--- src/hw/exec_pkg.sv ---
package exec_pkg;

    // ==================================================
    // Widths and basic types
    // ==================================================

    localparam int xlen     = 32;
    localparam int tag_bits = 6;
    // Two sources each for ALU, branch and multiplier
    localparam int num_srcs = 6;

    typedef logic [xlen-1:0]     data_t;
    typedef logic [tag_bits-1:0] tag_t;

    // ==================================================
    // Function encodings
    // ==================================================

    typedef enum logic [3:0] {
        alu_add,
        alu_sub,
        alu_and,
        alu_or,
        alu_xor,
        alu_slt,
        alu_sltu,
        alu_sll,
        alu_srl
    } alu_func_e;

    // Same values as RISC-V funct3
    typedef enum logic [2:0] {
        br_beq  = 3'b000,
        br_bne  = 3'b001,
        br_blt  = 3'b100,
        br_bge  = 3'b101,
        br_bltu = 3'b110,
        br_bgeu = 3'b111
    } br_func_e;

    typedef enum logic [0:0] {
        mult_mul   = 1'b0,
        mult_mulhu = 1'b1
    } mult_func_e;

    // ==================================================
    // Instruction word, two decodings
    // ==================================================

    typedef struct packed {
        logic [11:0] imm;
        logic [4:0]  rs1;
        logic [2:0]  funct3;
        logic [4:0]  rd;
        logic [6:0]  opcode;
    } i_form_t;

    // Immediate bits scattered around rs1/rs2
    typedef struct packed {
        logic       imm_12;
        logic [5:0] imm_10_5;
        logic [4:0] rs2;
        logic [4:0] rs1;
        logic [2:0] funct3;
        logic [3:0] imm_4_1;
        logic       imm_11;
        logic [6:0] opcode;
    } b_form_t;

    typedef union packed {
        i_form_t i_form;
        b_form_t b_form;
    } rv_inst_u;

    // ==================================================
    // Issue, CDB and result bundles
    // ==================================================

    // 40 bits
    typedef struct packed {
        logic  valid;
        tag_t  tag;
        logic  ready;
        data_t value;
    } src_t;

    typedef struct packed {
        logic      valid;
        tag_t      dest_tag;
        alu_func_e func;
        logic      opb_is_imm;
        rv_inst_u  inst;
        src_t      src1;
        src_t      src2;
    } alu_issue_t;

    typedef struct packed {
        logic     valid;
        tag_t     dest_tag;
        br_func_e func;
        data_t    pc;
        rv_inst_u inst;
        src_t     src1;
        src_t     src2;
    } br_issue_t;

    typedef struct packed {
        logic       valid;
        tag_t       dest_tag;
        mult_func_e func;
        src_t       src1;
        src_t       src2;
    } mult_issue_t;

    // 39 bits
    typedef struct packed {
        logic  valid;
        tag_t  tag;
        data_t data;
    } cdb_entry_t;

    // Unit outputs share the CDB layout
    typedef cdb_entry_t fu_result_t;

    typedef struct packed {
        logic  valid;
        logic  taken;
        data_t target;
    } br_result_t;

endpackage

--- src/hw/alu.sv ---
module alu (
    input  exec_pkg::alu_issue_t  issue,
    input  exec_pkg::data_t       opa,
    input  exec_pkg::data_t       opb_reg,
    output exec_pkg::fu_result_t  result
);
    import exec_pkg::*;

    data_t      imm;
    data_t      opb;
    data_t      value;
    logic [4:0] shamt;

    // Sign-extended I immediate
    assign imm = {{(xlen - 12){issue.inst.i_form.imm[11]}}, issue.inst.i_form.imm};

    // Operand B source
    assign opb   = issue.opb_is_imm ? imm : opb_reg;
    assign shamt = opb[4:0];

    always_comb begin
        case (issue.func)
            alu_add:  value = opa + opb;
            alu_sub:  value = opa - opb;
            alu_and:  value = opa & opb;
            alu_or:   value = opa | opb;
            alu_xor:  value = opa ^ opb;
            // Set-less-than, result in bit 0
            alu_slt:  value = {{(xlen - 1){1'b0}}, $signed(opa) < $signed(opb)};
            alu_sltu: value = {{(xlen - 1){1'b0}}, opa < opb};
            alu_sll:  value = opa << shamt;
            alu_srl:  value = opa >> shamt;
            default:  value = '0;
        endcase
    end

    // Result leaves with the destination tag
    assign result = '{valid: issue.valid, tag: issue.dest_tag, data: value};

endmodule

--- config.mk ---
export PLATFORM = sky130hd
export DESIGN_NAME = alu
export DESIGN_NICKNAME = d
export VERILOG_FILES = /design/src/hw/exec_pkg.sv /design/src/hw/alu.sv
export SDC_FILE = /design/constraint.sdc
export NUM_CORES = 1
export LEC_CHECK = 0
export BUFFER_PORTS_ARGS = -buffer_cell sky130_fd_sc_hd__clkbuf_2
export CORE_UTILIZATION = 40
export DETAILED_ROUTE_END_ITERATION = 8
export MAX_ROUTING_LAYER = met4
export PLACE_DENSITY = 0.64
export SYNTH_ARGS = -nofsm -noshare
export SYNTH_HDL_FRONTEND = slang
export SYNTH_SLANG_ARGS = --single-unit
--- constraint.sdc ---
create_clock -name vclk -period 11.3
set_input_delay 0.565 -clock vclk [all_inputs]
set_output_delay 0.565 -clock vclk [all_outputs]
set_load 0.01 [all_outputs]
==> results.yml <==
floorplan:
  design.core.area_sq_um: 20490
  dieArea_sq_um: 21780
  fp.dieH_um: 147.6
  dieWidth_um: 147.6
  io_pins: 227
  initial_core_util_pct: 41.36
  placementRows: 52
setup_path:
  arrival_ns: 6.07
  end_kind: "output port"
  crit_chain: "clkbuf_2, mux2i_4, buf_4, inv_4, ha_1, a211oi_1, nor4_1, or2_1, o31ai_1, a211oi_1, a41oi_1, nor2_1, or3_1, a221o_1, clkbuf_2"
  path_delay_family: "compound AO/OA/AOI/OAI gates"
  critPathKind: "in2out"
  crit_required_ns: 10.74
  cp_max_fo: 61
  crit_buf_inv: 4
  start_kind: "input pin"
  crit_slowest_cell: "a41oi_1"
  critPathMaxStageDelay_ns: 0.63
synth:
  synthTopCellsByArea: "ha_1 15%, mux2i_1 11%, a21oi_1 6.8%"
  ys_types: 74
  synth_seq_area_share_pct: 0
  ys_warn_count: 0
  syn_inst: 1301
  synth_fp_nets: 1591
  synthesis.area_sq_um: 8477
  synth_area_per_cell_sq_um: 6.516
  synthTopCellsByCount: "136 x nor2_1, 126 x nand2_1, 116 x a21oi_1"
  yosysMostFrequentCell: "nor2_1"
  yosys.area.top_type: "ha_1"
  synth_top_area_share_pct: 14.76
routing:
  vias_per_cell: 6.751
  drt_first_iter_violations: 1445
  wl_met1_um: 17590
  dr.pass1.iters: 6
  topRoutingLayerUsed: "met4"
  wire_per_inst_um: 25.25
  wl_met2_um: 17060
  dr_wl_met3_um: 4485
  final_antenna_net_count: 0
  wirelength_um: 40350
  drc: 0
  via_count: 10790
pwr:
  total_power_mw: 0.5832
  p_int_mw: 0.1976
  seqPwrFrac_pct: 0
  p_clk_share_pct: 0
  p_sw_share_pct: 66.12
  power_density_nw_per_um2: 64.13
  p_sw_mw: 0.3856
  ir_worst_vdd_mv: 0.02339
  combPwrFrac_pct: 100.0
  leakage_nw: 4.122
place:
  pre_cts_ws_ns: 4.793
  dp_hpwl_um: 31360
  globalplace.congestion: 1.035
  portBuffers: 113
global_route:
  antenna_found_initial: 0
  grt_pass1_wl_um: 59370
  grt_max_degree: 64
  overflow: 0
  grt_pass1_vias: 9393
  grt_use_total_pct: 36.55
final_layout:
  area_growth_pct: 7.277
  diodes: 0
  clkbuf_count: 0
  design.seq.count: 0
  fin_util_pct: 44.37
  drive_above_1_share_pct: 12.73
  register_area_sq_um: 0
  nets: 1620
sta:
  min_period_ns: 6.633
  setup_viol: 0
  relSlewSlack_pct: 31.83
  hold_viol: 0
  final.setup.worst_slack_ns: 4.667
  drv_slew: 0
  finalSetupTns_ns: 0
  worst_pin_slew_ns: 1.014
  holdWs_ns: 1.130
  post-route-period-util_pct: 58.70
  rsz0062_at_grt: "false"
  fmax_ghz: 0.1508
status:
  status: "finished, final reports clean"
hold_path:
  min_path_type: "in2out"
cts:
  cts_hold_buf: 0
  cts_resized: 0
  post_cts_buffers: 0
run:
  cap_violations: 0
==> per-stage QoR <==
stage          std cells  instance area [sq um]
3_3_place_gp        1598                   9094
6_report            1598                   9094
4_1_cts             1598                   9094
2_1_floorplan       1301                   8477
5_1_grt             1598                   9094
3_5_place_dp        1598                   9094
==> final timing paths <==
kind	end	slack [ns]	from	cells past startpoint
max	result[27]	4.67	issue[112]	15
min	result[32]	1.13	issue[117]	0
==> logic make-up (layout without fill, tap and decap cells) <==
| family | count (synthesis) | in the layout | share of synthesized area [%] |
|---|---|---|---|
| compound gates | 464 | 464 | 36.22 |
| simple gates | 408 | 408 | 21.52 |
| buf+inv | 197 | 224 | 9.447 |
| mux | 117 | 117 | 16.24 |
| xor+xnor | 13 | 13 | 1.343 |
| fa+ha+maj | 102 | 102 | 15.23 |
==> cells in the final DEF, fill, tap and decap left out, types with 19 or more instances in the layout <==
cell      instances
nand3_1          40
clkbuf_2        113
a211oi_1         23
o21ai_0          98
buf_4            19
a221oi_1         19
a22oi_1          19
nor3_1           25
ha_1            100
a31oi_1          28
mux2i_1          96
a21oi_1         116
nand2_1         126
nor2_1          136
inv_1            89
o211ai_1         34
==> metal layers <==
metal,GRT usage [%],up-vias
met5,-,-
met4,9.124,0
met3,3.488,76
met2,53.18,672
met1,53.37,5163
li1,-,4877
==> layout make-up <==
type	count	area, sq um
Multi-Input combinational cell	1104	7700
Fill cell	2274	11400
Tap cell	270	337.8
Inverter	92	347.8
Timing Repair Buffer	132	708.2
==> power by group through the flow <==
stage,logic (mW),registers (mW),clock network (mW)
after floorplan,0.381,0,0
after global placement,0.561,0,0
after detailed placement,0.561,0,0
after CTS,0.564,0,0
after global routing,0.621,0,0
final,0.583,0,0
Note: power is estimated with default switching activity, not from simulation.
