File: src/hw/exec_pkg.sv
package exec_pkg;

    // ==================================================
    // Widths and basic types
    // ==================================================

    localparam int xlen     = 32;
    localparam int tag_bits = 6;
    // Two sources each for ALU, branch and multiplier
    localparam int num_srcs = 6;

    typedef logic [xlen-1:0]     data_t;
    typedef logic [tag_bits-1:0] tag_t;

    // ==================================================
    // Function encodings
    // ==================================================

    typedef enum logic [3:0] {
        alu_add,
        alu_sub,
        alu_and,
        alu_or,
        alu_xor,
        alu_slt,
        alu_sltu,
        alu_sll,
        alu_srl
    } alu_func_e;

    // Same values as RISC-V funct3
    typedef enum logic [2:0] {
        br_beq  = 3'b000,
        br_bne  = 3'b001,
        br_blt  = 3'b100,
        br_bge  = 3'b101,
        br_bltu = 3'b110,
        br_bgeu = 3'b111
    } br_func_e;

    typedef enum logic [0:0] {
        mult_mul   = 1'b0,
        mult_mulhu = 1'b1
    } mult_func_e;

    // ==================================================
    // Instruction word, two decodings
    // ==================================================

    typedef struct packed {
        logic [11:0] imm;
        logic [4:0]  rs1;
        logic [2:0]  funct3;
        logic [4:0]  rd;
        logic [6:0]  opcode;
    } i_form_t;

    // Immediate bits scattered around rs1/rs2
    typedef struct packed {
        logic       imm_12;
        logic [5:0] imm_10_5;
        logic [4:0] rs2;
        logic [4:0] rs1;
        logic [2:0] funct3;
        logic [3:0] imm_4_1;
        logic       imm_11;
        logic [6:0] opcode;
    } b_form_t;

    typedef union packed {
        i_form_t i_form;
        b_form_t b_form;
    } rv_inst_u;

    // ==================================================
    // Issue, CDB and result bundles
    // ==================================================

    // 40 bits
    typedef struct packed {
        logic  valid;
        tag_t  tag;
        logic  ready;
        data_t value;
    } src_t;

    typedef struct packed {
        logic      valid;
        tag_t      dest_tag;
        alu_func_e func;
        logic      opb_is_imm;
        rv_inst_u  inst;
        src_t      src1;
        src_t      src2;
    } alu_issue_t;

    typedef struct packed {
        logic     valid;
        tag_t     dest_tag;
        br_func_e func;
        data_t    pc;
        rv_inst_u inst;
        src_t     src1;
        src_t     src2;
    } br_issue_t;

    typedef struct packed {
        logic       valid;
        tag_t       dest_tag;
        mult_func_e func;
        src_t       src1;
        src_t       src2;
    } mult_issue_t;

    // 39 bits
    typedef struct packed {
        logic  valid;
        tag_t  tag;
        data_t data;
    } cdb_entry_t;

    // Unit outputs share the CDB layout
    typedef cdb_entry_t fu_result_t;

    typedef struct packed {
        logic  valid;
        logic  taken;
        data_t target;
    } br_result_t;

endpackage

File: src/hw/mult_datapath.sv
module mult_datapath #(
    parameter int STEP_BITS = 4
) (
    input  logic                   clock,
    input  logic                   reset,
    input  logic                   load,
    input  logic                   step,
    input  exec_pkg::mult_issue_t  issue,
    input  exec_pkg::data_t        rs1,
    input  exec_pkg::data_t        rs2,
    output exec_pkg::tag_t         tag,
    output exec_pkg::data_t        data
);
    import exec_pkg::*;

    logic [2*xlen-1:0] mcand;
    data_t             mplier;
    logic [2*xlen-1:0] partial;
    logic [2*xlen-1:0] acc;
    mult_func_e        func;

    // Multiplicand walks left, multiplier walks right
    always_ff @(posedge clock) begin
        if (load) begin
            mcand  <= {{xlen{1'b0}}, rs1};
            mplier <= rs2;
            tag    <= issue.dest_tag;
            func   <= issue.func;
        end else if (step) begin
            mcand  <= mcand << STEP_BITS;
            mplier <= mplier >> STEP_BITS;
        end
    end

    // Partial product registered, added one step later
    // Extra step at the end drains the last partial product
    always_ff @(posedge clock) begin
        if (reset || load) begin
            partial <= '0;
            acc     <= '0;
        end else if (step) begin
            partial <= mcand * mplier[STEP_BITS-1:0];
            acc     <= acc + partial;
        end
    end

    // mul takes low half, mulhu the high half
    assign data = (func == mult_mulhu) ? acc[2*xlen-1:xlen] : acc[xlen-1:0];

endmodule

File: config.mk
export PLATFORM = sky130hd
export DESIGN_NAME = mult_datapath
export DESIGN_NICKNAME = d
export VERILOG_FILES = /design/src/hw/exec_pkg.sv /design/src/hw/mult_datapath.sv
export SDC_FILE = /design/constraint.sdc
export NUM_CORES = 1
export LEC_CHECK = 0
export ABC_AREA = 0
export BUFFER_PORTS_ARGS = -buffer_cell sky130_fd_sc_hd__buf_4
export CAP_MARGIN = 20
export CORE_MARGIN = 5
export CORE_UTILIZATION = 50
export DETAILED_ROUTE_END_ITERATION = 16
export PLACE_DENSITY_LB_ADDON = 0.25
export RECOVER_POWER = 25
export REMOVE_ABC_BUFFERS = 1
export SKIP_LAST_GASP = 1
export SYNTH_ARGS = -nofsm -noshare
export SYNTH_HDL_FRONTEND = slang
export SYNTH_SLANG_ARGS = --single-unit
File: constraint.sdc
create_clock -name clock -period 6.9 [get_ports clock]
set_clock_uncertainty 0.15 [all_clocks]
set_input_delay 2.07 -clock clock [delete_from_list [all_inputs] [get_ports clock]]
set_output_delay 2.07 -clock clock [all_outputs]
set_load 0.02 [all_outputs]
==> reports/qor.csv <==
stage,metric,value,unit
worst_setup_path,startpoint,mplier[1]$_DFFE_PP_,
timing,slew_viol_final,186,
placed_design,gp_congestion,0.897,
worst_setup_path,rr_endpoint,partial[61]$_SDFFE_PP0P_,
die,die_h,214,microns
grt,grt-ovfl-total,0,
yosys,ys_types,76,
grt,first_global_vias,16900,
final_layout,ff_latch_area,0.00534,sq mm
yosys,ys_warn_count,0,
final_layout,multiInputGateArea,0.0139,sq mm
worst_setup_path,rr_worst_depth,15,
worst_setup_path,r2r-start,mplier[1]$_DFFE_PP_,
grt,track_usage,22.5,%
detailed_routing,detail_route.wl_per_cell,17.0,microns
yosys,synth_seq_area_share,25.8,%
timing,setup_viol,0,
timing,max_slew.worst_pin.slew,1750,ps
timing,tns,0,ps
power_and_ir_drop,totalPowerFinal,0.00489,W
timing,slew_headroom,-16.8,%
grt,grt_max_degree,77,
clocking,cts_setup_buffers,0,
detailed_routing,avgViaCountPerCell,5.54,
final_layout,antenna_cells,0,
worst_setup_path,crit_fanout,44,
worst_setup_path,path_class,flop to flop,
detailed_routing,drt-initial-drc-count,952,
final_layout,area_growth,9.77,%
yosys,synth-seq-cells,231,
worst_setup_path,critPathArrivalTime,5530,ps
hold_path,hp-class,flop to flop,
yosys,synth.area.top_cells,"dfxtp_1, fa_1, edfxtp_1",
timing,max_freq,190,MHz
die,die_width,214,microns
placed_design,portBuffers,112,
worst_setup_path,ff2ff_setup_slack,1630,ps
die,core_area,0.0409,sq mm
clocking,cts_root_buffer,clkbuf_16,
worst_setup_path,critPathRequiredTime,7160,ps
yosys,synthArstFlopShare,0,%
yosys,ys.flop_type,dfxtp_1,
yosys,synth_edf_count,71,
grt,antenna_found_initial,0,
timing,rsz0062_at_grt,no,
timing,hold_viol_final,0,
worst_setup_path,critPathSlowestCell,edfxtp_1,
worst_setup_path,crit_end,partial[61]$_SDFFE_PP0P_,
die,io_pins,194,
worst_setup_path,path_cells,buf_4 -> and2_1 -> fa_1 -> inv_1 -> fa_1 -> inv_1 -> ha_1 -> nand4_1 -> nand2b_1 -> o31ai_1 -> a21oi_1 -> o21ai_1 -> a21oi_1 -> xnor2_1 -> o21ai_0,
power_and_ir_drop,pwr_density_cell,215,mW/mm^2
timing,fin_crit,5270,ps
yosys,avgSynthCellArea,8.57,sq um
die,fp-row-count,74,
power_and_ir_drop,leakagePower,10.5,nW
final_layout,nets,2834,
status,violations,"max-capacitance violations, max-slew violations",
die,floorplan.initialDensity,50.6,%
detailed_routing,drc,0,
clocking,clock-sinks,231,
worst_setup_path,end_kind,flop,
status,outcome,"complete, but fails checks",
clocking,cts_buffers,28,
final_layout,fillers,3762,
clocking,cts_tree,yes,
run,maxCapViolCount,3,
grt,grt_pass1_wl,85600,microns
detailed_routing,drt_pre_antenna_iters,7,
yosys,synth_top_cell_by_area,dfxtp_1,
placed_design,dp.final_hpwl,39500,microns
worst_setup_path,max_stage_delay,640,ps
clocking,insertion_delay,560,ps
detailed_routing,wl,50600,microns
yosys,synth_top_cell_area_share,15.5,%
worst_setup_path,cp-start-kind,flop,
final_layout,drive_gt1_share,11.8,%
yosys,synth_area,0.0207,sq mm
timing,min_period_over_period,76.3,%
clocking,cts_max_path_buffers,3,
yosys,synth_cells,2415,
detailed_routing,ant_nets,0,
clocking,htree_levels,1,
clocking,holdBufCountCts,0,
clocking,clk_pin_slew,60,ps
power_and_ir_drop,max-vdd-ir-drop,0.238,mV
detailed_routing,vias,16500,
die,die_area,0.0456,sq mm
clocking,post_cts_resized,0,
==> cell type report <==
cell class / instances / area share (%)
sequential: 231 / 23.5
tap: 532 / 2.93
inverter: 246 / 4.06
timing repair buffer: 123 / 4.10
multi-input combinational: 1799 / 61.2
clock buffer: 40 / 3.64
clock inverter: 12 / 0.594
==> worst min-delay path by stage <==
stage | cells past startpoint | slack (ps) | endpoint | startpoint
4_1_cts | 2 | 320 | partial[54]$_SDFFE_PP0P_ | partial[54]$_SDFFE_PP0P_
5_1_grt | 2 | 350 | partial[63]$_SDFFE_PP0P_ | partial[63]$_SDFFE_PP0P_
3_5_place_dp | 2 | 300 | partial[54]$_SDFFE_PP0P_ | partial[54]$_SDFFE_PP0P_
6_report | 2 | 310 | partial[54]$_SDFFE_PP0P_ | partial[54]$_SDFFE_PP0P_
2_1_floorplan | 2 | 280 | partial[49]$_SDFFE_PP0P_ | partial[49]$_SDFFE_PP0P_
3_3_place_gp | 2 | 300 | partial[54]$_SDFFE_PP0P_ | partial[54]$_SDFFE_PP0P_
==> synth_stat cells, drive strengths merged (5+ instances only) <==
cell    instances
a211o           6
a31oi          19
fa            122
xor2           45
clkbuf        113
nor2b          15
or3             5
nand2b         14
o211ai         14
and3            9
mux2i         101
a31o            5
edfxtp         71
and2          195
ha            127
o21a            8
nand2         219
nor3           21
buf            26
nor2          177
xnor2          74
a21oi         161
a211oi         18
a21o           69
dfxtp         160
o21ai         122
nand4          40
o21bai         26
a21boi          7
mux2           88
nand3          29
inv           246
==> cell usage in the layout (no fill, tap or decap), drive strengths merged, types with 7 or more instances in the layout <==
master,synthesis,layout
and2,195,195
dfxtp,160,160
nand2,219,219
a31oi,19,19
edfxtp,71,71
a21boi,7,7
a21o,69,69
nand4,40,40
and3,9,9
buf,26,113
nor2,177,177
fa,122,122
xor2,45,45
o21ai,122,122
o211ai,14,14
o21a,8,8
a21oi,161,161
mux2,88,88
inv,246,248
a211oi,18,18
mux2i,101,101
nand2b,14,14
nor2b,15,15
nand3,29,29
clkbuf,113,50
nor3,21,21
o21bai,26,26
xnor2,74,74
ha,127,127
==> metrics by stage <==
step | instances | instance area, sq um | utilization, % | setup WS (ps) | hold slack [ps]
floorplan | 2276 | 20200 | - | 1960 | 280
global route | 2983 | 22700 | 55.5 | 1240 | 346
finish | 2983 | 22700 | 55.5 | 1630 | 311
detailed placement | 2931 | 21800 | 53.2 | 1640 | 304
global placement | 2930 | 21800 | 53.2 | 1670 | 300
CTS | 2983 | 22700 | 55.6 | 1630 | 317
==> per-layer routing <==
metal	wire, microns	vias to the layer above	track usage, %
li1	-	8197	-
met1	24300	7960	32.3
met2	23100	316	36.8
met3	2000	62	2.46
met4	1180	0	5.18
met5	0	-	0
==> sequential cells by signal (all words and copies together), names as in the netlist <==
| register | count |
|---|---|
| acc | 64 |
| mcand | 64 |
| partial | 64 |
| mplier | 32 |
| tag | 6 |
| func | 1 |
==> power breakdown <==
part / leakage [nW] / internal (W) / switching [W]
combinational: 7.96 / 0.000711 / 0.00106
sequential: 2.02 / 0.00150 / 0.0000973
clock: 0.474 / 0.000912 / 0.000601
==> critical path, delay by kind of cell, from the launching register on <==
| kind | cells | cell delay, ps |
|---|---|---|
| compound gates | 5 | 1620 |
| xor+xnor | 1 | 240 |
| buf+inv | 3 | 450 |
| flops | 1 | 640 |
| simple gates | 3 | 560 |
| fa+ha+maj | 3 | 1460 |
==> cells by family (layout without fill, tap and decap cells) <==
| group | count (synthesis) | in the layout | synth area share, % |
|---|---|---|---|
| AND/OR/NAND/NOR | 740 | 740 | 17.4 |
| AO/OA/AOI/OAI | 502 | 502 | 15.6 |
| buffers and inverters | 385 | 421 | 7.10 |
| adder cells (fa/ha/maj) | 249 | 249 | 19.5 |
| flip-flops | 231 | 231 | 25.8 |
| multiplexers | 189 | 189 | 9.67 |
| XOR/XNOR | 119 | 119 | 5.03 |
(Power assumes the default switching activity.)
