--- src/hw/exec_pkg.sv ---
package exec_pkg;

    // ==================================================
    // Widths and basic types
    // ==================================================

    localparam int xlen     = 32;
    localparam int tag_bits = 6;
    // Two sources each for ALU, branch and multiplier
    localparam int num_srcs = 6;

    typedef logic [xlen-1:0]     data_t;
    typedef logic [tag_bits-1:0] tag_t;

    // ==================================================
    // Function encodings
    // ==================================================

    typedef enum logic [3:0] {
        alu_add,
        alu_sub,
        alu_and,
        alu_or,
        alu_xor,
        alu_slt,
        alu_sltu,
        alu_sll,
        alu_srl
    } alu_func_e;

    // Same values as RISC-V funct3
    typedef enum logic [2:0] {
        br_beq  = 3'b000,
        br_bne  = 3'b001,
        br_blt  = 3'b100,
        br_bge  = 3'b101,
        br_bltu = 3'b110,
        br_bgeu = 3'b111
    } br_func_e;

    typedef enum logic [0:0] {
        mult_mul   = 1'b0,
        mult_mulhu = 1'b1
    } mult_func_e;

    // ==================================================
    // Instruction word, two decodings
    // ==================================================

    typedef struct packed {
        logic [11:0] imm;
        logic [4:0]  rs1;
        logic [2:0]  funct3;
        logic [4:0]  rd;
        logic [6:0]  opcode;
    } i_form_t;

    // Immediate bits scattered around rs1/rs2
    typedef struct packed {
        logic       imm_12;
        logic [5:0] imm_10_5;
        logic [4:0] rs2;
        logic [4:0] rs1;
        logic [2:0] funct3;
        logic [3:0] imm_4_1;
        logic       imm_11;
        logic [6:0] opcode;
    } b_form_t;

    typedef union packed {
        i_form_t i_form;
        b_form_t b_form;
    } rv_inst_u;

    // ==================================================
    // Issue, CDB and result bundles
    // ==================================================

    // 40 bits
    typedef struct packed {
        logic  valid;
        tag_t  tag;
        logic  ready;
        data_t value;
    } src_t;

    typedef struct packed {
        logic      valid;
        tag_t      dest_tag;
        alu_func_e func;
        logic      opb_is_imm;
        rv_inst_u  inst;
        src_t      src1;
        src_t      src2;
    } alu_issue_t;

    typedef struct packed {
        logic     valid;
        tag_t     dest_tag;
        br_func_e func;
        data_t    pc;
        rv_inst_u inst;
        src_t     src1;
        src_t     src2;
    } br_issue_t;

    typedef struct packed {
        logic       valid;
        tag_t       dest_tag;
        mult_func_e func;
        src_t       src1;
        src_t       src2;
    } mult_issue_t;

    // 39 bits
    typedef struct packed {
        logic  valid;
        tag_t  tag;
        data_t data;
    } cdb_entry_t;

    // Unit outputs share the CDB layout
    typedef cdb_entry_t fu_result_t;

    typedef struct packed {
        logic  valid;
        logic  taken;
        data_t target;
    } br_result_t;

endpackage

--- src/hw/operand_resolve.sv ---
module operand_resolve #(
    parameter int CDB_PORTS = 2
) (
    input  exec_pkg::src_t [exec_pkg::num_srcs-1:0]   src,
    input  exec_pkg::cdb_entry_t [CDB_PORTS-1:0]      cdb_in,
    input  exec_pkg::data_t [exec_pkg::num_srcs-1:0]  rf_data,
    output exec_pkg::tag_t [exec_pkg::num_srcs-1:0]   rd_tag,
    output exec_pkg::data_t [exec_pkg::num_srcs-1:0]  operand
);
    import exec_pkg::*;

    logic  [num_srcs-1:0] cdb_hit;
    data_t [num_srcs-1:0] cdb_data;

    // Register file always read by the source tag
    always_comb begin
        for (int s = 0; s < num_srcs; s++) begin
            rd_tag[s] = src[s].tag;
        end
    end

    // Same-cycle tag match on each CDB port
    always_comb begin
        for (int s = 0; s < num_srcs; s++) begin
            cdb_hit[s]  = 1'b0;
            cdb_data[s] = '0;
            for (int p = 0; p < CDB_PORTS; p++) begin
                if (cdb_in[p].valid && cdb_in[p].tag == src[s].tag) begin
                    cdb_hit[s]  = 1'b1;
                    cdb_data[s] = cdb_in[p].data;
                end
            end
        end
    end

    // Stored value first, then CDB, then register file
    always_comb begin
        for (int s = 0; s < num_srcs; s++) begin
            if (src[s].ready) begin
                operand[s] = src[s].value;
            end else if (cdb_hit[s]) begin
                operand[s] = cdb_data[s];
            end else begin
                // Register file still holds the old value this cycle
                operand[s] = rf_data[s];
            end
        end
    end

endmodule

--- config.mk ---
export PLATFORM = sky130hd
export DESIGN_NAME = operand_resolve
export DESIGN_NICKNAME = d
export VERILOG_FILES = /design/src/hw/exec_pkg.sv /design/src/hw/operand_resolve.sv
export SDC_FILE = /design/constraint.sdc
export NUM_CORES = 1
export LEC_CHECK = 0
export ABC_AREA = 1
export BUFFER_PORTS_ARGS = -buffer_cell sky130_fd_sc_hd__buf_2
export CAP_MARGIN = 10
export CELL_PAD_IN_SITES_DETAIL_PLACEMENT = 2
export CELL_PAD_IN_SITES_GLOBAL_PLACEMENT = 2
export CORE_AREA = 2 2 288 290
export DETAILED_ROUTE_END_ITERATION = 8
export DIE_AREA = 0 0 290 292
export PLACE_DENSITY = 0.72
export SLEW_MARGIN = 20
export SYNTH_ARGS = -nofsm -noshare
export SYNTH_HDL_FRONTEND = slang
export SYNTH_SLANG_ARGS = --single-unit
--- constraint.sdc ---
create_clock -name vclk -period 2.15
set_input_delay 0.215 -clock vclk [all_inputs]
set_output_delay 0.215 -clock vclk [all_outputs]
set_load 0.005 [all_outputs]
==> results of run 1 <==
==> cell families after synthesis <==
kind of cell,Yosys count
buf+inv,386
xor+xnor,8
simple gates,1580
compound gates,89
==> layout by cell type (no fill, tap or decap), types with 2 or more instances in the layout <==
master	count
o22ai_1	2
nand3_1	405
clkbuf_4	3
o21ai_0	6
nor2_1	35
or2_2	3
inv_2	5
clkbuf_16	21
buf_2	719
a21oi_1	42
buf_6	28
nand3_4	5
nand2_1	781
nor2_4	19
nand2_8	4
clkinvlp_4	5
clkinv_1	11
nor3_4	2
a21oi_2	7
nor2_2	10
xnor2_1	4
inv_4	5
o21bai_1	30
nand3b_1	238
buf_12	67
diode_2	12
buf_4	114
inv_1	172
nand2_2	36
nand2_4	10
buf_8	12
nand3_2	32
xnor2_2	2
==> layer usage <==
metal | up-vias | wire [um] | share of wire, % | global-route usage, %
li1 | 8189 | - | - | -
met1 | 8838 | 42640 | 42 | 26.16
met2 | 734 | 51400 | 50 | 38.65
met3 | 146 | 5352 | 5.2 | 2.512
met4 | 12 | 3235 | 3.1 | 5.081
met5 | - | 71 | 0.069 | 0
==> power by group <==
part | switching (mW) | internal [mW] | leakage (nW)
registers | 0 | 0 | 0
clock network | 0 | 0.000000681 | 0.0000731
logic | 1.94 | 1.38 | 9.65
==> what timing repair did <==
action	4_1_cts	5_1_grt
gates resized for setup	20	194
endpoints found under the setup margin	93	167
gates cloned	0	24
pin swaps	4	50
buffers inserted	3	47
==> through the flow <==
step                      worst slack, ns  hold WS, ns
after floorplan                    0.4796       0.5108
after global placement            -0.1133       0.6782
after detailed placement          -0.1449       0.6780
after CTS                        -0.03121       0.6788
after global routing             -0.05889       0.6952
final                             0.01119       0.6834
==> how the worst min path moves through the flow <==
stage / end / from / depth (start not counted)
final: rd_tag[19] / src[154] / 2
after global routing: rd_tag[19] / src[154] / 2
after CTS: rd_tag[30] / src[233] / 2
after detailed placement: rd_tag[30] / src[233] / 2
after global placement: rd_tag[19] / src[154] / 2
after floorplan: rd_tag[0] / src[33] / 1
==> cell type report <==
type                       count  share of cell area, %
inverter                     199                  4.432
antenna                       12                 0.1699
timing repair buffer         964                  38.70
multi-input combinational   1678                  49.13
tap                         1070                  7.575
==> impl_metrics.tcl, run 1 <==
set metrics [dict create \
    status "finished clean" \
    track_usage_pct 21.13 \
    viasPerCell 4.568 \
    die_x_um 290 \
    yosysSeqAreaShare_pct 0 \
    gr-total-overflow 0 \
    fmax_ghz 0.4676 \
    synth_compound_area_share_pct 5.418 \
    path_cells "buf_8, clkinvlp_4, buf_6, a21oi_2, nand2_2, nor2_4, nand2_8, buf_12, buf_4, nand2_1, nand3_1, nand2_1, nand2_1, buf_2" \
    dpl_cell_area_sq_um 15730 \
    cp_top_family "buffers and inverters" \
    start_util_pct 11.83 \
    start_kind "input pin" \
    hold_violations 0 \
    design_area_sq_um 17670 \
    startpoint "cdb_in[77]" \
    end_kind "primary output" \
    final_util_pct 21.66 \
    period_minus_slack_ns 2.139 \
    worstMarginPinSlew_ns 0.5780 \
    detail-route-antenna-nets 0 \
    finalSetupTns_ns 0 \
    seq_cell_count 0 \
    seq_area_sq_um 0 \
    hold_path.class "in -> out" \
    final.clkbuf_count 0 \
    cp_max_fo 18 \
    syn_area_per_cell_sq_um 4.679 \
    synth_nets 2573 \
    vias 17920 \
    yosys.area_share.simple_pct 76.82 \
    core_sq_um 81580 \
    rsz0062_at_grt "true" \
    critPathSlowestCell "nor2_4" \
    slew_violations 0 \
    relSlewSlack_pct 61.42 \
    critPathArrivalTime_ns 1.92 \
    synth_mux_area_share_pct 0 \
    area_growth_pct 83.08 \
    postCtsHoldBufs 0 \
    drt_wl_total_mm 102.7 \
    synth.top_cell.area_share_pct 32.24 \
    stdcell_count 3923 \
    drtPass1Iterations 5 \
    yosys-top-cells-area "nand2_1 (32%), nand3_1 (23%), nand3b_1 (19%)" \
    syn_inst 2063 \
    setup_viol 0 \
    synthAdderAreaFrac_pct 0 \
    worstPathRequired_ns 1.93 \
    synth_largest_area_cell "nand2_1" \
    path_depth 14 \
    drv_cap 0 \
    synth_top_family_by_area "simple AND/OR/NAND/NOR gates" \
    yosysUniqueCellTypes 24 \
    grt_antenna_before_repair 26 \
    crit_type "in -> out" \
    place_inst 3839 \
    grt_pass1_vias 18240 \
    die-area_sq_um 84680 \
    rows 105 \
    netlist_area_sq_um 9653 \
    hpwl_mm 81.27 \
    grt_max_degree 62 \
    slowest_delay_ns 0.23 \
    final_nets 3353 \
    worst-path-buf-inv 6 \
    drt_iter0_drc 900 \
    wl_per_cell_um 26.18 \
    place_congestion 0.9019 \
    post-route-period-util_pct 99.48 \
    die_y_um 292 \
    powerDensity_nw_per_um2 187.9 \
    drc 0 \
    synth_xor_xnor_area_share_pct 0.7259 \
    p_total_mw 3.321 \
    multi_input_area_sq_um 8682 \
    ir_worst_vdd_uv 84.16 \
    drive_above_1_share_pct 39.14 \
    portBuffers 732 \
    critPathMostFrequentCell "nand2_1" \
    p_leak_nw 9.652 \
    endpoint "operand[3]" \
    yosysMostFrequentCell "nand2_1" \
    synth_common_cells "nand2_1 (829), nand3_1 (442), nand3b_1 (238)" \
    grt_pass1_wl_mm 131.0 \
    nFillCells 10250 \
    ios 738 \
    yosysWarnings 0 \
]
(Power assumes the default switching activity.)
==> run 2: changes to the inputs <==
==> constraint.sdc (replaced) <==
create_clock -name vclk -period 2.6
set_input_delay 0.26 -clock vclk [all_inputs]
set_output_delay 0.26 -clock vclk [all_outputs]
set_load 0.005 [all_outputs]
==> impl_metrics.tcl, run 2 (same netlist as run 1, synthesis figures left out) <==
set metrics [dict create \
    status "finished clean" \
    p_leak_nw 8.417 \
    wirelength_met1_mm 39.32 \
    wl_per_cell_um 24.60 \
    switching_power_mw 1.427 \
    gr-total-overflow 0 \
    drt_iter0_drc 883 \
    postCtsHoldBufs 0 \
    fin_ws_ns 0.1099 \
    place_congestion 0.8914 \
    clkPwrFrac_pct 0 \
    grt_max_degree 59 \
    final.clkbuf_count 0 \
    top_layer "met5" \
    rsz0062_at_grt "false" \
    p_total_mw 2.331 \
    stdcell_count 3769 \
    fmax_ghz 0.4016 \
    hold_violations 0 \
    viasPerCell 4.500 \
    multi_input_area_sq_um 8142 \
    switching_share_pct 61.24 \
    final_nets 3198 \
    fin_hold_ws_ns 0.7614 \
    ios 738 \
    finalSetupTns_ns 0 \
    dpl_cell_area_sq_um 14770 \
    final_common_cell "nand2_1" \
    hpwl_mm 79.10 \
    hold_depth 2 \
    grt_pass1_wl_mm 130.1 \
    drc 0 \
    drtPass1Iterations 5 \
    detail-route-antenna-nets 0 \
    die_y_um 292 \
    internal_power_uw 903.5 \
    seq_area_sq_um 0 \
    ir_worst_vdd_uv 49.81 \
    area_growth_pct 53.71 \
    relSlewSlack_pct 49.46 \
    start_kind "input pin" \
    worstMarginPinSlew_ns 0.7535 \
    cp_max_fo 34 \
    drt_wl_total_mm 92.72 \
    vias 16960 \
    p_seq_share_pct 0 \
    post-route-period-util_pct 95.77 \
    setup_viol 0 \
    layout_common_cells "nand2_1 (816), buf_2 (732), nand3_1 (441)" \
    powerDensity_nw_per_um2 157.1 \
    start_util_pct 11.83 \
    period_minus_slack_ns 2.490 \
    wl_met3_mm 4.454 \
    die-area_sq_um 84680 \
    grt_antenna_before_repair 25 \
    crit_type "in -> out" \
    end_kind "primary output" \
    power_frac_comb_pct 100.0 \
    design_area_sq_um 14840 \
    core_sq_um 81580 \
    met2WireLength_mm 46.67 \
    slew_violations 0 \
    critPathArrivalTime_ns 2.23 \
    die_x_um 290 \
    track_usage_pct 20.98 \
    place_inst 3754 \
    drv_cap 0 \
    portBuffers 732 \
    place_ws_ns 0.07659 \
    drive_above_1_share_pct 31.65 \
    final_util_pct 18.19 \
    worstPathRequired_ns 2.34 \
    rows 105 \
    seq_cell_count 0 \
    grt_pass1_vias 17720 \
    hold_path.class "in -> out" \
    nFillCells 10470 \
]
## run 2: cell types whose count changed in the layout (fill, tap and decap cells not counted), moves of 10 or more
cell,before,now
nand2_1,781,816
nand2_2,36,12
nor2_1,35,51
clkbuf_16,21,0
buf_6,28,1
buf_12,67,26
buf_2,719,732
nand3_2,32,1
buf_8,12,0
nor2_2,10,0
nand3_1,405,441
buf_4,114,51
## run 2: layout make-up
cell class                 count  share of cell area (%)
multi-input combinational   1677                   54.87
tap                         1070                   9.023
timing repair buffer         810                   30.85
antenna                       13                  0.2192
inverter                     199                   5.034
## run 2: per-layer routing
layer / vias to the layer above / track usage, %
li1: 7849 / -
met1: 8371 / 26.24
met2: 636 / 38.66
met3: 97 / 2.146
met4: 8 / 4.268
met5: - / 0
## run 2: path summary, 6_finish.rpt
| kind | startpoint | endpoint | slack, ns |
|---|---|---|---|
| max | cdb_in[71] | operand[159] | 0.11 |
| min | src[118] | rd_tag[17] | 0.76 |
## run 2: what timing repair did
action / 4_1_cts / 5_1_grt
setup buffers: 0 / 2
gates resized for setup: 0 / 1
setup endpoints to repair: 0 / 3
## run 2: worst max-delay path, cell delays in order
cell and delay [ns]:
buf_2 0.22, inv_2 0.13, nand2_1 0.08, nand3_1 0.16, nor2_4 0.19, nand2_2 0.30
buf_12 0.30, nand3b_1 0.11, nand3b_1 0.14, nand2_1 0.16, buf_2 0.14
## run 2: power groups by stage
stage / combinational (mW) / clock [mW] / sequential [mW]
floorplan: 1.01 / 0 / 0
global placement: 2.30 / 0 / 0
detailed placement: 2.35 / 0 / 0
CTS: 2.36 / 0 / 0
global route: 2.56 / 0.000000361 / 0
finish: 2.33 / 0.000000475 / 0
