File: src/hw/exec_pkg.sv
package exec_pkg;

    // ==================================================
    // Widths and basic types
    // ==================================================

    localparam int xlen     = 32;
    localparam int tag_bits = 6;
    // Two sources each for ALU, branch and multiplier
    localparam int num_srcs = 6;

    typedef logic [xlen-1:0]     data_t;
    typedef logic [tag_bits-1:0] tag_t;

    // ==================================================
    // Function encodings
    // ==================================================

    typedef enum logic [3:0] {
        alu_add,
        alu_sub,
        alu_and,
        alu_or,
        alu_xor,
        alu_slt,
        alu_sltu,
        alu_sll,
        alu_srl
    } alu_func_e;

    // Same values as RISC-V funct3
    typedef enum logic [2:0] {
        br_beq  = 3'b000,
        br_bne  = 3'b001,
        br_blt  = 3'b100,
        br_bge  = 3'b101,
        br_bltu = 3'b110,
        br_bgeu = 3'b111
    } br_func_e;

    typedef enum logic [0:0] {
        mult_mul   = 1'b0,
        mult_mulhu = 1'b1
    } mult_func_e;

    // ==================================================
    // Instruction word, two decodings
    // ==================================================

    typedef struct packed {
        logic [11:0] imm;
        logic [4:0]  rs1;
        logic [2:0]  funct3;
        logic [4:0]  rd;
        logic [6:0]  opcode;
    } i_form_t;

    // Immediate bits scattered around rs1/rs2
    typedef struct packed {
        logic       imm_12;
        logic [5:0] imm_10_5;
        logic [4:0] rs2;
        logic [4:0] rs1;
        logic [2:0] funct3;
        logic [3:0] imm_4_1;
        logic       imm_11;
        logic [6:0] opcode;
    } b_form_t;

    typedef union packed {
        i_form_t i_form;
        b_form_t b_form;
    } rv_inst_u;

    // ==================================================
    // Issue, CDB and result bundles
    // ==================================================

    // 40 bits
    typedef struct packed {
        logic  valid;
        tag_t  tag;
        logic  ready;
        data_t value;
    } src_t;

    typedef struct packed {
        logic      valid;
        tag_t      dest_tag;
        alu_func_e func;
        logic      opb_is_imm;
        rv_inst_u  inst;
        src_t      src1;
        src_t      src2;
    } alu_issue_t;

    typedef struct packed {
        logic     valid;
        tag_t     dest_tag;
        br_func_e func;
        data_t    pc;
        rv_inst_u inst;
        src_t     src1;
        src_t     src2;
    } br_issue_t;

    typedef struct packed {
        logic       valid;
        tag_t       dest_tag;
        mult_func_e func;
        src_t       src1;
        src_t       src2;
    } mult_issue_t;

    // 39 bits
    typedef struct packed {
        logic  valid;
        tag_t  tag;
        data_t data;
    } cdb_entry_t;

    // Unit outputs share the CDB layout
    typedef cdb_entry_t fu_result_t;

    typedef struct packed {
        logic  valid;
        logic  taken;
        data_t target;
    } br_result_t;

endpackage

File: src/hw/mult_counter.sv
module mult_counter #(
    parameter int STEP_BITS = 4
) (
    input  logic clock,
    input  logic reset,
    input  logic clear,
    input  logic step,
    output logic last
);
    import exec_pkg::*;

    // Multiplier chunks, plus one drain step
    localparam int steps    = xlen / STEP_BITS;
    localparam int cnt_bits = $clog2(steps + 1);

    logic [cnt_bits-1:0] count;

    if (xlen % STEP_BITS != 0) begin : g_bad_step
        $error("STEP_BITS must divide the data width");
    end

    always_ff @(posedge clock) begin
        if (reset || clear) begin
            count <= '0;
        end else if (step) begin
            count <= count + 1'b1;
        end
    end

    assign last = step && (count == cnt_bits'(steps));

endmodule

File: config.mk
export PLATFORM = sky130hd
export DESIGN_NAME = mult_counter
export DESIGN_NICKNAME = d
export VERILOG_FILES = /design/src/hw/exec_pkg.sv /design/src/hw/mult_counter.sv
export SDC_FILE = /design/constraint.sdc
export NUM_CORES = 1
export LEC_CHECK = 0
export BUFFER_PORTS_ARGS = -buffer_cell sky130_fd_sc_hd__buf_2
export CORE_AREA = 4 4 41 43
export CTS_BUF_LIST = sky130_fd_sc_hd__clkbuf_16
export DETAILED_ROUTE_END_ITERATION = 7
export DIE_AREA = 0 0 45 47
export SYNTH_ARGS = -nofsm -noshare
export SYNTH_HDL_FRONTEND = slang
export SYNTH_SLANG_ARGS = --single-unit
File: constraint.sdc
create_clock -name clock -period 3.4 [get_ports clock]
set_clock_uncertainty 0.2 [all_clocks]
set_input_delay 0.68 -clock clock [delete_from_list [all_inputs] [get_ports clock]]
set_output_delay 0.68 -clock clock [all_outputs]
set_load 0.02 [all_outputs]
==> flow_summary_export.csv, run 1 <==
group,metric,value,unit
status,status,"complete, no violations",
final_layout,finalNetCount,35,
drt,wl,440,µm
synthesis,yosysWarnings,0,
clocking,tritoncts,"yes",
job,maxCapViolCount,0,
clocking,clock_sinks,4,
sta,hold_viol,0,
final_layout,largest_reg_flops,4,
clocking,cts.repair.resized,0,
sta,rsz0062_at_grt,"false",
clocking,ctsHoldBuffers,0,
synthesis,synth_most_common_cell,"dfxtp_1",
drt,initialDrtViolationCount,2,
floorplanning,core_region_area,1300,µm²
synthesis,synth_common_cells,"dfxtp_1 (4), nor3_1 (3), ha_1 (2), inv_1 (2)",
clocking,clk_pin_slew,0.03,ns
hold_path,hold_path_class,"reg2reg",
floorplanning,dieArea,2120,µm²
synthesis,syn-num-nets,27,
drt,drc_errors,0,
final_layout,stdcell_count,42,
synthesis,synth.area.top_cells,"dfxtp_1 (35%), ha_1 (11%), nor3_1 (6.5%)",
setup_path,critPathArrivalTime,1.22,ns
synthesis,ys_seq_area_share,34.8,%
hold_path,whs_path_depth,2,
power,cellLeakagePower,0.148,nW
sta,fin_ws,1.30,ns
sta,finalMaxSlewViolations,0,
placement,port_buffers,4,
power,ir_drop,0.236,mV
floorplanning,rows,13,
final_layout,regMostFlops,"count",
final_layout,largest_registers,"count x4",
synthesis,syn_inst,21,
final_layout,nFillCells,140,
sta,tns,0,ns
setup_path,start_kind,"primary input",
clocking,cts_inserted_buffers,3,
final_layout,final_layout_size_suffix_gt1_share,37.0,%
setup_path,r2r_cells,4,
clocking,cts_max_level,1,
final_layout,multi_input_area,131,µm²
global_routing,grt_pass1_wl,883,µm
placement,place_area,258,µm²
final_layout,seq_area,80.1,µm²
placement,hpwlAfterDp,319,µm
clocking,root_buffer,"clkbuf_16",
synthesis,syn_avg_cell_area,11.0,µm²
clocking,clock_latency,0.22,ns
global_routing,grt_max_degree,7,
sta,min_period,2.10,ns
drt,ant_nets,0,
floorplanning,fp.dieW,45,µm
final_layout,area_growth,44.6,%
synthesis,synth_fa_ha_area_share,10.9,%
synthesis,synth_edf_count,0,
sta,slew_headroom,88.6,%
drt,first_pass_iters,2,
synthesis,synthMuxAreaShare,9.24,%
synthesis,synthXorXnorAreaFrac,3.80,%
global_routing,grt_pass1_vias,195,
synthesis,synth_ff_type,"dfxtp_1",
synthesis,async_flop_share,0,%
setup_path,criticalPathCategory,"in2out",
sta,setup_viol_count_final,0,
placement,placed_cells,39,
sta,hold_ws,0.366,ns
sta,post-route-period-util,61.8,%
synthesis,synth-simple-area-share,23.4,%
sta,max_freq,0.476,GHz
floorplanning,die_y,47,µm
floorplanning,initial_core_util,17.7,%
placement,gp_congestion,0.676,
setup_path,cp_max_fo,6,
drt,vias_per_cell,3.90,
clocking,clockBufferDepth,2,
final_layout,fin_area,333,µm²
global_routing,antenna_found_initial,0,
placement,pre_cts_ws,1.30,ns
drt,route.detailed.wl_per_inst,10.5,µm
global_routing,grt_use_total,6.64,%
synthesis,synth_top_family_by_area,"simple AND/OR/NAND/NOR gates",
final_layout,diodes,0,
synthesis,synth_compound_area_share,9.78,%
setup_path,endpoint_kind,"output port",
synthesis,syn_area,230,µm²
sta,worst_pin_slew,0.171,ns
synthesis,yosys.cell_types.count,14,
final_layout,post-route-util,25.6,%
synthesis,yosys.area.top_type_share,34.8,%
setup_path,crit_required,2.52,ns
clocking,postCtsSetupBuffers,0,
power,p_per_area,719,nW/µm²
synthesis,synth_top_area_cell,"dfxtp_1",
floorplanning,pin_count,5,
power,total_power,0.239,mW
global_routing,globalRoute.totalOverflow,0,
synthesis,ys_seq_elements,4,
drt,vias,164,
worst max-delay path: stages:
cell and delay, ns:
buf_2 0.16, and4b_2 0.23, buf_2 0.15
power breakdown:
| part | internal [mW] | switching [mW] | total, mW | leakage [nW] |
|---|---|---|---|---|
| clock | 0.150 | 0.0321 | 0.182 | 0.0370 |
| sequential | 0.0482 | 0.00108 | 0.0492 | 0.0324 |
| combinational | 0.00345 | 0.00457 | 0.00802 | 0.0783 |
cell type report:
cell class                      count  share of cell area, %
Multi-Input combinational cell     14                   39.5
Sequential cell                     4                   24.1
Inverter                            2                   2.26
Tap cell                           15                   5.64
Clock buffer                        3                   22.6
Timing Repair Buffer                4                   6.02
final timing paths:
| path | startpoint | to | slack, ns |
|---|---|---|---|
| worst max-delay path | step | last | 1.30 |
| worst min-delay path | count[2] | count[3] | 0.37 |
| worst max register to register | count[0] | count[1] | 2.15 |
| worst min register to register | count[2] | count[3] | 0.37 |
cell families after synthesis:
logic type,after synthesis
xor+xnor,1
buf+inv,3
fa+ha+maj,2
simple gates,7
mux,2
compound gates,2
flops,4
placed cells by master, fill, tap and decap left out:
cell type	n
clkbuf_16	3
buf_2	4
and4b_2	1
a211oi_2	1
nor3_1	3
mux2i_1	1
mux2_1	1
nor3b_1	1
nand4_2	1
ha_1	2
inv_1	2
a21bo_1	1
xnor2_1	1
dfxtp_1	4
nand3b_1	1
routing by layer:
layer / share of wire (%) / track usage [%]
met1: 50 / 7.52
met4: 4.5 / 8.77
met3: 8.4 / 4.21
met5: 0 / 0
met2: 36 / 7.06
(Power assumes the default switching activity.)
==> run 2: changes to the inputs <==
Settings changed: ABC_AREA from default to 1.
Clock period 3.4 ns to 2.1 ns, I/O delays scaled along.
==> flow_summary_export.csv, run 2 <==
group,metric,value,unit
final_layout,final_cell_mix,"nor2_1 (5), nand2_1 (5), dfxtp_1 (4), buf_2 (4)",
sta,tns,0,ns
sta,max_freq,0.577,GHz
drt,vias_per_cell,3.71,
final_layout,nFillCells,145,
clocking,postCtsSetupBuffers,0,
placement,gp_congestion,0.676,
final_layout,diodes,0,
synthesis,synth_ff_type,"dfxtp_1",
status,status,"complete, no violations",
power,p_per_area,1230,nW/µm²
synthesis,ys_seq_area_share,40.3,%
sta,hold_viol,0,
drt,wl,386,µm
drt,route.detailed.wl_per_inst,7.88,µm
clocking,clockBufferDepth,2,
final_layout,post-route-util,24.0,%
synthesis,yosysWarnings,0,
setup_path,endpoint_kind,"output port",
power,cellLeakagePower,0.132,nW
floorplanning,rows,13,
setup_path,critPathArrivalTime,1.11,ns
setup_path,cp_max_fo,3,
synthesis,async_flop_share,0,%
final_layout,regMostFlops,"count",
final_layout,largest_reg_flops,4,
synthesis,synth_edf_count,0,
global_routing,antenna_found_initial,0,
final_layout,stdcell_count,49,
synthesis,syn-num-nets,33,
setup_path,crit_required,1.48,ns
clocking,cts_inserted_buffers,3,
job,maxCapViolCount,0,
synthesis,synth_top_area_cell,"dfxtp_1",
power,p_clk_share,76.0,%
clocking,ctsHoldBuffers,0,
drt,first_pass_iters,2,
setup_path,criticalPathCategory,"reg2out",
synthesis,yosys.cell_types.count,11,
global_routing,grt_max_degree,5,
drt,ant_nets,0,
hold_path,hold_path_class,"in2reg",
clocking,clk_pin_slew,0.03,ns
sta,fin_ws,0.366,ns
power,total_power,0.384,mW
clocking,tritoncts,"yes",
synthesis,syn_avg_cell_area,7.37,µm²
floorplanning,initial_core_util,15.3,%
synthesis,yosys.area.top_type_share,40.3,%
power,p_sw,0.0575,mW
placement,pre_cts_ws,0.589,ns
final_layout,fin_area,313,µm²
floorplanning,dieArea,2120,µm²
placement,place_area,238,µm²
final_layout,largest_registers,"count x4",
clocking,cts_max_level,1,
clocking,clock_latency,0.22,ns
sta,post-route-period-util,82.6,%
power,p_sw_share,15.0,%
sta,hold_ws,0.279,ns
power,ir_drop,0.830,mV
drt,vias,182,
placement,placed_cells,46,
sta,slew_headroom,83.1,%
sta,rsz0062_at_grt,"false",
drt,initialDrtViolationCount,2,
floorplanning,die_y,47,µm
clocking,cts.repair.resized,0,
placement,port_buffers,4,
drt,drc_errors,0,
synthesis,syn_inst,27,
power,power_frac_comb,3.2,%
final_layout,area_growth,57.2,%
clocking,root_buffer,"clkbuf_16",
synthesis,synth_common_cells,"nand2_1 (5), nor2_1 (5), dfxtp_1 (4), a21oi_1 (3), inv_1 (3)",
global_routing,grt_pass1_wl,676,µm
power,p_int,0.326,mW
sta,setup_viol_count_final,0,
global_routing,globalRoute.totalOverflow,0,
global_routing,grt_pass1_vias,160,
final_layout,finalNetCount,42,
power,seq_power_share,20.8,%
sta,worst_pin_slew,0.252,ns
floorplanning,pin_count,5,
synthesis,ys_seq_elements,4,
floorplanning,core_region_area,1300,µm²
clocking,clock_sinks,4,
final_layout,final_layout_size_suffix_gt1_share,26.5,%
floorplanning,fp.dieW,45,µm
setup_path,start_kind,"flip-flop",
global_routing,grt_use_total,5.37,%
synthesis,synth.area.top_cells,"dfxtp_1 (40%), ha_1 (13%), nand2_1 (9.4%)",
sta,finalMaxSlewViolations,0,
placement,hpwlAfterDp,311,µm
sta,min_period,1.73,ns
synthesis,syn_area,199,µm²
## run 2: changes by cell type in the layout (fill, tap and decap cells not counted), moves of 3 or more
cell	change
a21oi_1	+3
nor3_1	-3
nor2_1	+5
nand2_1	+5
## run 2: layout make-up
cell class	instances	area, µm²	share of cell area (%)
clock buffer	3	75.1	24.0
inverter	3	11.3	3.60
multi-input combinational	20	108	34.4
sequential	4	80.1	25.6
tap	15	18.8	6.00
timing repair buffer	4	20.0	6.40
## run 2: power groups by stage
stage | clock network (mW) | logic [mW] | registers (mW)
5_1_grt | 0.303 | 0.0149 | 0.0800
3_5_place_dp | 0 | 0.0124 | 0.0809
3_3_place_gp | 0 | 0.0120 | 0.0808
6_report | 0.292 | 0.0123 | 0.0799
4_1_cts | 0.295 | 0.0125 | 0.0799
2_1_floorplan | 0 | 0.00703 | 0.0806
## run 2: final timing paths
path                  from  endpoint  slack (ns)  depth (start not counted)
setup / recovery  count[0]      last        0.37                          5
hold reg to reg   count[1]  count[1]        0.30                          2
setup reg to reg  count[0]  count[1]        0.84                          4
hold / removal       reset  count[3]        0.28                          4
## run 2: logic make-up after synthesis
| kind of cell | Yosys count | share of synthesized area [%] |
|---|---|---|
| buffers and inverters | 3 | 5.66 |
| AOI/OAI and AO/OA | 4 | 10.1 |
| adders and majority gates | 2 | 12.6 |
| DFF | 4 | 40.3 |
| and+or+nand+nor | 14 | 31.5 |
## run 2: metal layers
| metal | GRT usage (%) | vias up | wire (µm) |
|---|---|---|---|
| li1 | - | 100 | - |
| met1 | 5.00 | 78 | 191 |
| met3 | 6.90 | 0 | 27 |
| met2 | 6.21 | 4 | 167 |
| met4 | 3.51 | 0 | 0 |
| met5 | 0 | - | 0 |
## run 2: worst max-delay path: stages, from the launching register on
cell	delay (ns)
dfxtp_1	0.35
inv_1	0.08
ha_1	0.20
nand3b_1	0.08
nor2_1	0.04
buf_2	0.15
